[config.mk]
export PLATFORM = sky130hd
export DESIGN_NAME = mdll_frac_top
export DESIGN_NICKNAME = d
export VERILOG_FILES = /design/src/hdl/mdll_frac_pkg.sv /design/src/hdl/mdll_dither_lfsr.sv /design/src/hdl/mdll_div_code_gen.sv /design/src/hdl/mdll_frac_ctrl_fsm.sv /design/src/hdl/mdll_frac_top.sv /design/src/hdl/mdll_sdm1_multibit.sv /design/src/hdl/mdll_update_timer.sv
export VERILOG_INCLUDE_DIRS = /design/src /design/src/hdl
export SDC_FILE = /design/constraint.sdc
export NUM_CORES = 1
export LEC_CHECK = 0
export ABC_AREA = 1
export BUFFER_PORTS_ARGS = -buffer_cell sky130_fd_sc_hd__clkbuf_2
export CORE_ASPECT_RATIO = 1.25
export CORE_MARGIN = 3
export CORE_UTILIZATION = 45
export CTS_CLUSTER_SIZE = 20
export DETAILED_ROUTE_END_ITERATION = 16
export PLACE_DENSITY = 0.7
export RECOVER_POWER = 100
export SETUP_SLACK_MARGIN = 0.3
export SLEW_MARGIN = 20
export SYNTH_ARGS = -nofsm -noshare
export SYNTH_HDL_FRONTEND = slang
export SYNTH_SLANG_ARGS = --single-unit
[constraint.sdc]
create_clock -name clk -period 4.95 [get_ports clk]
set_input_delay 0.495 -clock clk [delete_from_list [all_inputs] [get_ports clk]]
set_output_delay 0.495 -clock clk [all_outputs]
set_load 0.01 [all_outputs]
[src/hdl/mdll_frac_macros.svh]
// ----------------------------------------
// mdll fractional path constants
// ----------------------------------------

`ifndef MDLL_FRAC_MACROS_SVH
`define MDLL_FRAC_MACROS_SVH

// datapath widths
`define MDLL_N_DI 6 // fractional input width
`define MDLL_N_DO 2 // modulator output width
`define MDLL_N_INT 6 // integer divide ratio width
`define MDLL_N_TMR 8 // update timer width

// sequencing
`define MDLL_WARMUP_TICKS 4 // ticks spent in warm-up before run

// dither source
`define MDLL_LFSR_SEED 16'hace1 // any nonzero value

`endif

[src/hdl/mdll_frac_pkg.sv]
// ----------------------------------------
// mdll fractional path types
// ----------------------------------------

`include "mdll_frac_macros.svh"

package mdll_frac_pkg;

	// plain vectors with a meaning
	typedef logic [`MDLL_N_DI-1:0] frac_t; // fractional code
	typedef logic [`MDLL_N_DO-1:0] sdm_code_t; // modulator output code
	typedef logic signed [`MDLL_N_DI-1:0] dither_t; // signed dither
	typedef logic [`MDLL_N_INT-1:0] int_ratio_t; // integer ratio
	typedef logic [`MDLL_N_INT:0] div_code_t; // ratio plus code, one carry bit
	typedef logic [`MDLL_N_TMR-1:0] tmr_t; // timer count

	// configuration word, 21 bits
	typedef struct packed {
		int_ratio_t n_int; // integer divide ratio
		frac_t n_frac; // fraction, lsb = 1/64
		tmr_t upd_period; // clk cycles per update
		logic dith_en; // add lfsr dither
	} mdll_cfg_t;

	// divide word to the divider, 8 bits
	typedef struct packed {
		div_code_t code;
		logic valid; // one-cycle strobe, no ready
	} div_word_t;

	// control fsm
	typedef enum logic [1:0] {
		ST_IDLE = 2'd0,
		ST_WARMUP = 2'd1,
		ST_RUN = 2'd2
	} ctrl_state_t;

endpackage

[src/hdl/mdll_dither_lfsr.sv]
// ----------------------------------------
// lfsr dither source
// ----------------------------------------

`timescale 1ns/1ps

`include "mdll_frac_macros.svh"

module mdll_dither_lfsr import mdll_frac_pkg::*; #(
	parameter int N_DI = `MDLL_N_DI // dither width
) (
	input logic clk,
	input logic rstn,
	input logic tick, // step once per update
	input logic dith_en,
	output dither_t dither // -2 .. +1, or 0 when off
);

	logic [15:0] lfsr_q;
	logic fb;

	// x^16 + x^15 + x^13 + x^4 + 1, maximal length
	assign fb = lfsr_q[15] ^ lfsr_q[14] ^ lfsr_q[12] ^ lfsr_q[3];

	always_ff @(posedge clk or negedge rstn) begin
		if (!rstn)
			lfsr_q <= `MDLL_LFSR_SEED;
		else if (tick)
			lfsr_q <= {lfsr_q[14:0], fb}; // fibonacci shift
	end

	// low two bits sign extended
	assign dither = dith_en ? {{(N_DI-2){lfsr_q[1]}}, lfsr_q[1:0]} : '0;

	// all-zero state is a lockup
	a_lfsr_nonzero: assert property (@(posedge clk) disable iff (!rstn)
		lfsr_q != '0)
		else $error("lfsr stuck at zero");

endmodule

[src/hdl/mdll_div_code_gen.sv]
// ----------------------------------------
// divide word generator
// ----------------------------------------

`timescale 1ns/1ps

module mdll_div_code_gen import mdll_frac_pkg::*; (
	input logic clk,
	input logic rstn,
	input logic tick, // issue point
	input logic running, // from fsm, gates issue
	input int_ratio_t n_int,
	input sdm_code_t sdm_code,
	output div_word_t div_word
);

	div_code_t code_sum; // ratio plus code
	div_code_t code_q;
	logic valid_q;
	logic issue;

	assign issue = tick && running;
	assign code_sum = div_code_t'(n_int) + div_code_t'(sdm_code); // carry in msb

	// valid strobe, control
	always_ff @(posedge clk or negedge rstn) begin
		if (!rstn)
			valid_q <= 1'b0;
		else
			valid_q <= issue; // high one cycle after the tick
	end

	// payload holds between words
	always_ff @(posedge clk) begin
		if (issue)
			code_q <= code_sum;
	end

	assign div_word.code = code_q;
	assign div_word.valid = valid_q;

endmodule

[src/hdl/mdll_frac_ctrl_fsm.sv]
// ----------------------------------------
// fractional path sequencer
// ----------------------------------------

`timescale 1ns/1ps

`include "mdll_frac_macros.svh"

module mdll_frac_ctrl_fsm import mdll_frac_pkg::*; (
	input logic clk,
	input logic rstn,
	input logic cfg_load, // one-cycle load strobe
	input logic cfg_stop, // one-cycle stop strobe
	input logic tick,
	input mdll_cfg_t cfg,
	output mdll_cfg_t cfg_q, // config held for the datapath
	output logic tmr_restart,
	output logic sdm_clr,
	output logic sdm_en,
	output logic running, // warm-up or run
	output logic frac_active
);

	localparam int WU_W = $clog2(`MDLL_WARMUP_TICKS + 1);
	localparam logic [WU_W-1:0] WU_LAST = WU_W'(`MDLL_WARMUP_TICKS - 1);

	ctrl_state_t state, state_nxt;
	logic [WU_W-1:0] wu_cnt; // warm-up ticks seen
	logic load_q; // load seen last edge

	// ----------------------------------------
	// next state
	// ----------------------------------------
	always_comb begin
		state_nxt = state;
		if (cfg_load)
			state_nxt = ST_WARMUP; // also restarts a running sequence
		else if (cfg_stop)
			state_nxt = ST_IDLE;
		else if (state == ST_WARMUP && tick && wu_cnt == WU_LAST)
			state_nxt = ST_RUN;
	end

	always_ff @(posedge clk or negedge rstn) begin
		if (!rstn) begin
			state <= ST_IDLE;
			wu_cnt <= '0;
			load_q <= 1'b0;
			cfg_q <= '0;
		end else begin
			state <= state_nxt;
			load_q <= cfg_load; // one-cycle restart/clear pulse
			if (cfg_load) begin
				cfg_q <= cfg;
				wu_cnt <= '0;
			end else if (state == ST_WARMUP && tick) begin
				wu_cnt <= wu_cnt + 1'b1;
			end
		end
	end

	assign tmr_restart = load_q;
	assign sdm_clr = load_q;
	assign sdm_en = (state == ST_RUN);
	assign frac_active = (state == ST_RUN);
	// stop blocks a word on a coinciding tick
	assign running = (state != ST_IDLE) && !cfg_stop;

endmodule

[src/hdl/mdll_frac_top.sv]
// ----------------------------------------
// mdll fractional control path
// ----------------------------------------

`timescale 1ns/1ps

`include "mdll_frac_macros.svh"

module mdll_frac_top import mdll_frac_pkg::*; (
	input logic clk,
	input logic rstn,
	input logic cfg_load,
	input logic cfg_stop,
	input mdll_cfg_t cfg,
	output div_word_t div_word,
	output logic frac_active
);

	mdll_cfg_t cfg_q; // held config
	logic tmr_restart;
	logic sdm_clr;
	logic sdm_en;
	logic running;
	logic tick; // update strobe, shared
	dither_t dither;
	sdm_code_t sdm_code;

	// ----------------------------------------
	// sequencing
	// ----------------------------------------
	mdll_frac_ctrl_fsm mdll_frac_ctrl_fsm_i (
		.clk (clk),
		.rstn (rstn),
		.cfg_load (cfg_load),
		.cfg_stop (cfg_stop),
		.tick (tick),
		.cfg (cfg),
		.cfg_q (cfg_q),
		.tmr_restart (tmr_restart),
		.sdm_clr (sdm_clr),
		.sdm_en (sdm_en),
		.running (running),
		.frac_active (frac_active)
	);

	mdll_update_timer mdll_update_timer_i (
		.clk (clk),
		.rstn (rstn),
		.restart (tmr_restart),
		.period (cfg_q.upd_period),
		.tick (tick)
	);

	// ----------------------------------------
	// datapath
	// ----------------------------------------
	mdll_dither_lfsr #(.N_DI(`MDLL_N_DI)) mdll_dither_lfsr_i (
		.clk (clk),
		.rstn (rstn),
		.tick (tick),
		.dith_en (cfg_q.dith_en),
		.dither (dither)
	);

	mdll_sdm1_multibit #(.N_DI(`MDLL_N_DI), .N_DO(`MDLL_N_DO)) mdll_sdm1_multibit_i (
		.clk (clk),
		.rstn (rstn),
		.en_sdm (sdm_en),
		.clr (sdm_clr),
		.tick (tick),
		.din (cfg_q.n_frac),
		.dither (dither),
		.dout (sdm_code)
	);

	mdll_div_code_gen mdll_div_code_gen_i (
		.clk (clk),
		.rstn (rstn),
		.tick (tick),
		.running (running),
		.n_int (cfg_q.n_int),
		.sdm_code (sdm_code),
		.div_word (div_word)
	);

endmodule

[src/hdl/mdll_sdm1_multibit.sv]
// ----------------------------------------
// first-order multibit sigma-delta
// ----------------------------------------

`timescale 1ns/1ps

`include "mdll_frac_macros.svh"

module mdll_sdm1_multibit import mdll_frac_pkg::*; #(
	parameter int N_DI = `MDLL_N_DI, // input width
	parameter int N_DO = `MDLL_N_DO // output width
) (
	input logic clk,
	input logic rstn,
	input logic en_sdm, // run the loop, else output forced to 0
	input logic clr, // sync clear of loop state
	input logic tick, // update strobe
	input frac_t din, // fractional part
	input dither_t dither, // signed dither, zero when off
	output sdm_code_t dout
);

	// ----------------------------------------
	// loop signals
	// ----------------------------------------
	localparam int MODULO = N_DI - N_DO; // 2**MODULO is one code step
	localparam int QW = N_DI + 2; // headroom for residue and dither

	logic signed [QW-1:0] qin; // quantizer input, unsaturated
	logic signed [QW-1:0] qin_d; // qin one update back
	logic [N_DI-1:0] dac_d; // dac value one update back
	logic [N_DI-1:0] qsat; // quantizer input after saturation
	logic [N_DO-1:0] qcode; // quantizer output

	// residue is qin_d - dac_d, folded into the sum
	assign qin = $signed({2'b00, din}) + qin_d - $signed({2'b00, dac_d})
		+ $signed({{2{dither[N_DI-1]}}, dither});

	// clamp to 0 .. 2**N_DI-1
	always_comb begin
		if (qin[QW-1])
			qsat = '0; // negative
		else if (|qin[QW-2:N_DI])
			qsat = '1; // above full scale
		else
			qsat = qin[N_DI-1:0];
	end

	assign qcode = qsat[N_DI-1 -: N_DO]; // top bits, i.e. >> MODULO
	assign dout = en_sdm ? qcode : '0;

	// ----------------------------------------
	// loop state, advances on enabled ticks
	// ----------------------------------------
	always_ff @(posedge clk or negedge rstn) begin
		if (!rstn) begin
			qin_d <= '0;
			dac_d <= '0;
		end else if (clr) begin
			qin_d <= '0;
			dac_d <= '0;
		end else if (tick && en_sdm) begin
			qin_d <= qin; // unsaturated, keeps the error
			dac_d <= {qcode, {MODULO{1'b0}}}; // code << MODULO
		end
	end

	// divide word must carry the bare ratio outside run
	a_dout_zero_off: assert property (@(posedge clk) disable iff (!rstn)
		!en_sdm |-> dout == '0)
		else $error("sdm code nonzero while disabled");

endmodule

[src/hdl/mdll_update_timer.sv]
// ----------------------------------------
// update tick timer
// ----------------------------------------

`timescale 1ns/1ps

module mdll_update_timer import mdll_frac_pkg::*; (
	input logic clk,
	input logic rstn,
	input logic restart, // reload, from the fsm
	input tmr_t period, // cycles between ticks
	output logic tick
);

	tmr_t cnt; // down counter
	logic armed; // set by the first restart

	always_ff @(posedge clk or negedge rstn) begin
		if (!rstn) begin
			cnt <= '0;
			armed <= 1'b0;
		end else if (restart) begin
			cnt <= period - 1'b1;
			armed <= 1'b1;
		end else if (armed) begin
			if (cnt == '0)
				cnt <= period - 1'b1; // terminal count, wrap
			else
				cnt <= cnt - 1'b1;
		end
	end

	// one cycle at terminal count, none on the restart cycle
	assign tick = armed && !restart && (cnt == '0);

	a_period_min: assert property (@(posedge clk) disable iff (!rstn)
		restart |-> period >= 2)
		else $error("update period below 2");

endmodule

**Yosys cells after proc, flatten, opt, wreduce, memory -nomap -nowiden**

Index checks and enable logic that the tools add are counted.

- Register bits: 74
- Output and inout bits: 9

- $add $sub $neg: 7
- Eq/ne operators: 3
- Muxes and demuxes: 16
- Bitwise logic cells: 3
- Reduce and logical (&&, ||, !) cells: 15

Operators with widths:

| kind | count |
|---|---|
| 2-to-1 mux 8 bit | 5 |
| 2-to-1 mux 6 bit | 5 |
| subtractor 8 x 1 -> 8 bit, second input constant | 2 |
| adder 7 x 8 -> 8 bit | 1 |
| adder 8 x 6 -> 8 bit | 1 |
| zero test 8 bit | 1 |
| 2-to-1 mux 2 bit | 4 |
| nonzero test 2 bit | 4 |
| subtractor 8 x 7 -> 8 bit | 1 |
| adder 6 x 2 -> 7 bit | 1 |
| logical AND 1 bit | 7 |
| 2-to-1 mux 3 bit | 2 |
| adder 3 x 1 -> 3 bit, second input constant | 1 |
| == test 3 x 2 -> 1 bit, second input constant | 1 |
| nonzero test 3 bit | 1 |
| bitwise XOR 1 bit | 3 |
| == test 2 x 1 -> 1 bit, second input constant | 1 |
| == test 2 bit, second input constant | 1 |
| zero test 1 bit | 2 |

**Depth between registers and ports, before layout**

Gate-level depths: netlist of run 1.

- Depth after elaboration: 8
- Depth in mapped cells: 21
- Mapped depth without buffers: 21

**Modules after synthesis**

A second synthesis of run 1 with hierarchy kept.

- Cell total of the unflattened synthesis: 514
- Area, all modules: 4144.0 um2

By module, submodules not included:

| module | instances | cells an instance | area an instance (um2) | seq. area each (um2) |
|---|---|---|---|---|
| mdll_frac_ctrl_fsm | 1 | 127 | 1108.6 | 675.6 |
| mdll_sdm1_multibit | 1 | 158 | 1101.1 | 250.2 |
| mdll_update_timer | 1 | 107 | 768.2 | 225.2 |
| mdll_dither_lfsr | 1 | 84 | 760.7 | 410.4 |
| mdll_div_code_gen | 1 | 38 | 405.4 | 235.2 |

**Worst setup path after synthesis of run 1**

No wires, ideal clock.

- Kind: reg-to-reg
- Start: register, netlist name mdll_frac_ctrl_fsm_i.cfg_q[0]
- End: register mdll_div_code_gen_i.code_q[4], data pin
- Library setup time: 266 ps
- Arrival: 3371 ps
- Slack: 1313 ps
- Stages on the path, launching flop included: 20
- Clock period less this slack: 3637 ps
- Cells stage by stage: dfrtp_1 -> buf_2 -> nand2_2 -> ha_1 -> inv_1 -> fa_1 -> inv_1 -> fa_1 -> inv_1 -> nand3_1 -> nand3_1 -> nand2_1 -> nand2_1 -> nand2_1 -> nor2_1 -> ha_1 -> inv_1 -> fa_1 -> nor3_1 -> xor2_1

- Longest elaborated chain between the ends: 6

Ends and longest elaborated chain:

| what | line | source |
|---|---|---|
| 2-to-1 mux 6 bit (*) | mdll_dither_lfsr.sv:33 | `assign dither = dith_en ? {{(N_DI-2){lfsr_q[1]}}, lfsr_q[1:0]} : '0;` |
| adder 8 x 6 -> 8 bit (*) | mdll_sdm1_multibit.sv:37 | `+ $signed({{2{dither[N_DI-1]}}, dither});` |
| 2-to-1 mux 6 bit | mdll_sdm1_multibit.sv:43 | `else if (\|qin[QW-2:N_DI])` |
| 2-to-1 mux 6 bit (*) | mdll_sdm1_multibit.sv:41 | `if (qin[QW-1])` |
| 2-to-1 mux 2 bit (*) | mdll_sdm1_multibit.sv:50 | `assign dout = en_sdm ? qcode : '0;` |
| adder 6 x 2 -> 7 bit (*) | mdll_div_code_gen.sv:23 | `assign code_sum = div_code_t'(n_int) + div_code_t'(sdm_code);` |
| net mdll_div_code_gen_i.code_sum[4] | mdll_div_code_gen.sv:17 | `div_code_t code_sum;` |
| end signal: assignment | mdll_div_code_gen.sv:36 | `code_q <= code_sum;` |
| end: declaration | mdll_div_code_gen.sv:18 | `div_code_t code_q;` |

Mark *: on every way through the listed nets, which the timed path passes. The rest lies on a longest branch.
A chain may end at the register's enable or synchronous reset.

**Final worst setup path of run 1**

- Start: register, netlist name mdll_frac_ctrl_fsm_i.cfg_q[0]
- End: register mdll_div_code_gen_i.code_q[4], data pin

- Longest elaborated chain between the ends: 6

Ends and longest elaborated chain:

| what | line |
|---|---|
| 2-to-1 mux 6 bit (*) | mdll_dither_lfsr.sv:33 |
| adder 8 x 6 -> 8 bit (*) | mdll_sdm1_multibit.sv:37 |
| 2-to-1 mux 6 bit | mdll_sdm1_multibit.sv:43 |
| 2-to-1 mux 6 bit (*) | mdll_sdm1_multibit.sv:41 |
| 2-to-1 mux 2 bit (*) | mdll_sdm1_multibit.sv:50 |
| adder 6 x 2 -> 7 bit (*) | mdll_div_code_gen.sv:23 |
| net mdll_div_code_gen_i.code_sum[4] | mdll_div_code_gen.sv:17 |

Marked as above.

==> run metrics, run 1 <==
H-tree lvl count 3; flop2flop setup slack 0.83 ns; area of placed instances between 0.004 and 0.005 mm²; Die Ht roughly 110 µm; number of flops mapped to enable cells by yosys 7; DRT antenna net count 0; post-CTS sizing 0; initial antenna violation count 0; DP HPWL slightly below 6000 µm; GRT Util Overall 17.1%; # fillers roughly 820; Mapped Area about 0.0040 mm²; Synthesized Nets between 400 and 500; worst clock skew 0.00990 ns; CP max stage delay roughly 0.53 ns; setup violators final 0; number of I/O port buffers 33; Tmin final just over 4 ns; Seq/Total Area, Yosys 45.3%; grt ovf 0; RSZ-0062 raised after global routing false; most common cell after layout, fill and taps aside nand2_1; CTS Sinks 70; Slew Viols, Final 105; Post-CTS Setup Inserts 0; Tot Pwr around 1.3 mW; clock insertion delay at the later pin of the skew report between 0.3 and 0.4 ns; initial core utilization between 40 and 50%; setup slack after layout 0.831 ns; Startpoint Class flop; Routed WL between 7000 and 8000 µm; clock buffer depth 2; crit-path max FO 9; row cnt 37; ant diodes 0; Final nets 534; WL/cell 12.8 µm; TritonCTS Buffers 9; fmax about 0.24 GHz; endpoint class of the critical path flop; area grow syn2layout 8.92%; GPL Wtd Cong about 0.87; status finished with violations; Slowest-stage cell, CP fa_1; max_cap viols 2; vias in the first global route 3011; share of cells above drive strength 1 12.1%; Power per Cell Area roughly 310 mW/mm²; worst hold slack 0.351 ns; Mapped Avg Cell Area between 8 and 9 µm²; DIE WIDTH between 80 and 90 µm; yosys synthesis warning count 0; Cells after Synth 445; via count ~2900; period utilisation layout 83.2%; fin area 0.00432 mm²; Vias/cell between 4 and 5; Final Hold Vio Count 0; Die Footprint 0.00999 mm²; IO Count 34; maximum VDD drop roughly 120 µV; CP required slightly above 5 ns; Placeable Area around 0.0084 mm²; Post-CTS Hold Fix Bufs 0; largest net degree at the start of global routing 64; first-pass GRT wire length around 14000 µm; Setup TNS Final 0 ns; P_leak 2.19 nW; 1st-iter DRT viols between 100 and 150; Worst Hold Class in -> reg; Residual DRC 0; Cell variety after synth 41; slew margin rel. -124%; Slew @ Worst Pin 3.37 ns; Root Driver clkbuf_8; 1st-pass router iterations 4; violated checks max-capacitance violations, max-slew violations; pre-CTS setup slack ~0.98 ns; clock tree from TritonCTS yes; Synth Flop Type dfrtp_1; Reg clk slew, reported paths about 0.070 ns; CP Cell Sequence nand2_1 -> ha_1 -> inv_1 -> fa_1 -> inv_1 -> fa_1 -> inv_1 -> nand3_1 -> nand3_1 -> nand2_1 -> nand2_1 -> nand2_1 -> nor2_1 -> ha_1 -> inv_1 -> fa_1 -> nor3_1 -> xor2_1; most frequent cells in the layout nand2_1, inv_1, dfrtp_1; crit path DAT 4.21 ns; fraction of registers with async set/reset about nine tenths; Yosys reg bits 70; Crit Path Category reg -> reg
[cell families after synthesis]
family | share of synthesized area (%)
and+or+nand+nor | 21.5
buffers and inverters | 8.04
DFF | 45.3
AOI/OAI and AO/OA | 6.46
adders and majority gates | 9.84
xor gates and xnor gates | 3.97
muxes | 4.92
[routing by layer]
metal | up-vias | wire [µm] | GRT usage [%] | part of all wire (%)
met1 | 1382 | 3620 | 22.4 | 47
met3 | 16 | 284 | 3.67 | 3.7
li1 | 1488 | - | - | -
met4 | 0 | 170 | 6.64 | 2.2
met5 | - | 0 | 0 | 0
met2 | 57 | 3680 | 27.8 | 47
[area by class of cell]
| type | instances | area (µm²) | share of cell area [%] |
|---|---|---|---|
| multi-input cells | 296 | 1780 | 41.2 |
| repair buffers | 35 | 160 | 3.70 |
| clock inverters | 1 | 7.51 | 0.174 |
| well taps | 117 | 146 | 3.39 |
| clock buffers | 15 | 166 | 3.85 |
| flip-flops and latches | 70 | 1800 | 41.6 |
| inverters | 70 | 263 | 6.08 |
[flip-flops by register name, summed over array words and instances (netlist names)]
signal                        count
mdll_sdm1_multibit_i.dac_d        2
mdll_div_code_gen_i.code_q        7
mdll_update_timer_i.cnt           8
mdll_frac_ctrl_fsm_i.cfg_q       21
mdll_update_timer_i.armed         1
mdll_dither_lfsr_i.lfsr_q        16
mdll_sdm1_multibit_i.qin_d        8
mdll_frac_ctrl_fsm_i.wu_cnt       3
mdll_frac_ctrl_fsm_i.sdm_clr      1
mdll_frac_ctrl_fsm_i.state        2
mdll_div_code_gen_i.valid_q       1
[final timing paths]
path / start / end / cells after the start
hold reg to reg: mdll_dither_lfsr_i.lfsr_q[9] / mdll_dither_lfsr_i.lfsr_q[9] / 1
hold / removal: cfg[14] / mdll_frac_ctrl_fsm_i.cfg_q[14] / 3
min in group asynchronous: rstn / mdll_dither_lfsr_i.lfsr_q[9] / 2
max in group asynchronous: rstn / mdll_sdm1_multibit_i.qin_d[1] / 2
setup / recovery: mdll_frac_ctrl_fsm_i.cfg_q[0] / mdll_div_code_gen_i.code_q[4] / 18
setup reg to reg: mdll_frac_ctrl_fsm_i.cfg_q[0] / mdll_div_code_gen_i.code_q[4] / 18
[where the power goes]
part	leakage (nW)	internal [mW]	switching (mW)
sequential	0.851	0.617	0.0296
clock	0.0840	0.210	0.207
combinational	1.25	0.0999	0.169
[worst max-delay path: cells and delay by family, from the launching register on]
| family | cells | cell delay [ns] |
|---|---|---|
| xor gates and xnor gates | 1 | 0.11 |
| adders and majority gates | 5 | 1.96 |
| DFF | 1 | 0.44 |
| buffers and inverters | 4 | 0.26 |
| and+or+nand+nor | 8 | 1.08 |
[cells in the mapped netlist (5+ instances only)]
master	number	area, µm²
inv_1	69	259
ha_1	20	250
nand2_1	117	439
edfxtp_1	7	210
o21ai_0	27	135
dfrtp_1	55	1380
clkbuf_1	5	18.8
dfstp_2	8	210
nand3_1	33	165
mux2_2	8	90.1
fa_1	7	140
xnor2_1	5	43.8
xor2_1	13	114
mux2_4	7	105
nor2_1	22	82.6
[through the flow]
step                cells  util, %
floorplan             445        -
global placement      588     50.3
detailed placement    588     50.3
CTS                   604     52.4
global route          604     51.3
finish                604     51.3
No activity file was read; power rests on OpenSTA's default activity.
==> inputs of run 2 (changes only) <==
--- a/config.mk
+++ b/config.mk
@@ -13,7 +13,7 @@
 export CORE_UTILIZATION = 45
 export CTS_CLUSTER_SIZE = 20
 export DETAILED_ROUTE_END_ITERATION = 16
-export PLACE_DENSITY = 0.7
+export PLACE_DENSITY = 0.72
 export RECOVER_POWER = 100
 export SETUP_SLACK_MARGIN = 0.3
 export SLEW_MARGIN = 20
==> constraint.sdc (replaced) <==
create_clock -name clk -period 3.75 [get_ports clk]
set_input_delay 0.375 -clock clk [delete_from_list [all_inputs] [get_ports clk]]
set_output_delay 0.375 -clock clk [all_outputs]
set_load 0.01 [all_outputs]
==> run 2 against run 1 <==
Effect of this change: the run still ends with max-capacitance violations, max-slew violations left; critical endpoint unchanged; first-iteration DRC count increased by 10%; die area unchanged; clock-buffer cell count decreased by 4; cell count increased by 3.1%; critical path type unchanged; global-route usage increased by 1.2 points; routed wire length increased by 15%; sequential power increased by 32%; clock power increased by 56%; worst hold slack got worse by 0.12 ns; sequential share of layout area decreased by 3.1 points; critical path depth unchanged; clock skew increased by 0.0025 ns.
==> run metrics, run 2 (synthesis results as in run 1) <==
Reg power frac 42.8% (-5.7 points); Worst Hold Class in -> reg; period utilisation layout 95.8% (+13 points); DP HPWL 5920 µm (+2.0%); Startpoint Class flop; CP max stage delay 0.54 ns (about the same); fmax 0.278 GHz (+15%); P_int 1.39 mW (+50%); grt ovf 0 (unchanged); clock power share 32.7% (+1.4 points); slew margin rel. -36.2% (+88 points); clock tree from TritonCTS yes; ant diodes 0 (unchanged); crit path DAT 3.69 ns (-0.52 ns); switch share 29.9% (-0.47 points); Residual DRC 0 (unchanged); DIE WIDTH 90.0 µm (unchanged); largest net degree at the start of global routing 41 (-36%); row cnt 37 (unchanged); worst path bufs/invs 4 (unchanged); GRT Util Overall 18.3% (+1.2 points); vias in the first global route 3235 (+7.4%); Reg clk slew, reported paths 0.08 ns (about the same); Crit path max-delay family adder cells; share of cells above drive strength 1 21.9% (+9.8 points); initial antenna violation count 0 (unchanged); 1st-pass router iterations 4 (unchanged); CTS Sinks 70 (unchanged); IO Count 34 (unchanged); CP required 3.84 ns (-1.20 ns); first-pass GRT wire length 14900 µm (+6.7%); Power per Cell Area 425 mW/mm² (+38%); max_cap viols 2 (unchanged); Comb pwr share 24.5% (+4.3 points); Crit Path Category reg -> reg; pre-CTS setup slack 0.0722 ns (-0.911 ns); Slowest-stage cell, CP fa_1; endpoint class of the critical path flop; status finished with violations; crit-path max FO 4 (-5); GPL Wtd Cong 0.963 (+11%); most frequent cells in the layout nand2_1, inv_1, dfrtp_1; H-tree lvl count 3 (unchanged); CP Cell Sequence nand2_4 -> ha_4 -> inv_1 -> fa_1 -> inv_1 -> fa_2 -> inv_2 -> nand3_1 -> nand3_1 -> nand2_1 -> nand2_2 -> nand2_1 -> nor2_1 -> ha_2 -> inv_2 -> fa_2 -> nor3_2 -> xor2_1; DRT antenna net count 0 (unchanged); number of I/O port buffers 33 (unchanged); Die Footprint 0.00999 mm² (unchanged); setup violators final 0 (unchanged); top flop regs mdll_frac_ctrl_fsm_i.cfg_q (21), mdll_dither_lfsr_i.lfsr_q (16); largest reg by FF count mdll_frac_ctrl_fsm_i.cfg_q; via count 3147 (+6.9%); TritonCTS Buffers 9 (unchanged); flop2flop setup slack 0.16 ns (-0.68 ns); 1st-iter DRT viols 149 (+10%); worst clock skew 0.0124 ns (+0.00245 ns); violated checks max-capacitance violations, max-slew violations; Slew @ Worst Pin 2.04 ns (-1.32 ns); Tmin final 3.59 ns (-0.525 ns); Setup TNS Final 0 ns (unchanged); Final Hold Vio Count 0 (unchanged); Final nets 553 (+3.6%); area grow syn2layout 17.9%; max reg flops 21 (unchanged); most common cell after layout, fill and taps aside nand2_1; maximum VDD drop 213 µV (+80%); setup slack after layout 0.156 ns (-0.675 ns); Vias/cell 5.05 (+3.7%); initial core utilization 47.1% (unchanged); sw power 595 µW (+47%); clock buffer depth 2 (unchanged); Die Ht 111 µm (unchanged); # fillers 756 (-7.2%); Root Driver clkbuf_8; Placeable Area 0.00843 mm² (unchanged); Routed WL 8910 µm (+15%); WL/cell 14.3 µm (+11%); clock insertion delay at the later pin of the skew report 0.34 ns (about the same); P_leak 2.32 nW (+6.2%); Slew Viols, Final 80 (-24%); RSZ-0062 raised after global routing true; Util after Layout 55.5% (+4.2 points)
## run 2: tightest hold or removal path, stage by stage
cell	delay, ns
clkbuf_2	0.07
nand2_1	0.04
o21ai_0	0.05
## run 2: metrics by stage
stage                     instance area (µm²)  instances  hold WS, ns  power, mW
after floorplan                          3990        445       0.0794       1.14
after global placement                   4260        589        0.469       1.22
after detailed placement                 4260        589        0.465       1.24
after CTS                                4660        618        0.214       1.96
after global routing                     4680        623        0.244       2.10
final                                    4680        623        0.234       1.99
## run 2: layout make-up
cell class	count	area [µm²]	share of cell area (%)
clock buffers	11	131	2.81
clock inverters	5	75.1	1.60
inverters	70	263	5.61
multi-input cells	296	1960	41.8
flip-flops and latches	70	1800	38.4
well taps	117	146	3.13
repair buffers	54	309	6.60
## run 2: what timing repair did
item,in CTS,in global routing
gates resized for setup,17,16
hold buffers,0,0
endpoints found under the setup margin,6,7
pin swaps,9,23
setup buffers,13,5
## run 2: power by group through the flow
stage / combinational (mW) / sequential (mW) / clock [mW]
2_1_floorplan: 0.283 / 0.855 / 0
3_3_place_gp: 0.360 / 0.863 / 0
3_5_place_dp: 0.372 / 0.864 / 0
4_1_cts: 0.445 / 0.852 / 0.661
5_1_grt: 0.539 / 0.858 / 0.700
6_report: 0.487 / 0.851 / 0.650
## run 2: routing by layer
layer  vias up  global-route usage (%)  routed length [µm]
li1       1526                       -                   -
met1      1485                    21.5                3700
met2       106                    32.4                4470
met3        30                    3.46                 448
met4         0                    8.17                 289
met5         -                       0                   0
## run 2: worst paths after layout
path | from | endpoint | cells after the start
setup / recovery | mdll_frac_ctrl_fsm_i.cfg_q[0] | mdll_div_code_gen_i.code_q[4] | 18
hold / removal | cfg[11] | mdll_frac_ctrl_fsm_i.cfg_q[11] | 3
setup reg to reg | mdll_frac_ctrl_fsm_i.cfg_q[0] | mdll_div_code_gen_i.code_q[4] | 18
hold reg to reg | mdll_dither_lfsr_i.lfsr_q[8] | mdll_dither_lfsr_i.lfsr_q[9] | 1
max in group asynchronous | rstn | mdll_sdm1_multibit_i.qin_d[1] | 2
min in group asynchronous | rstn | mdll_update_timer_i.cnt[4] | 1
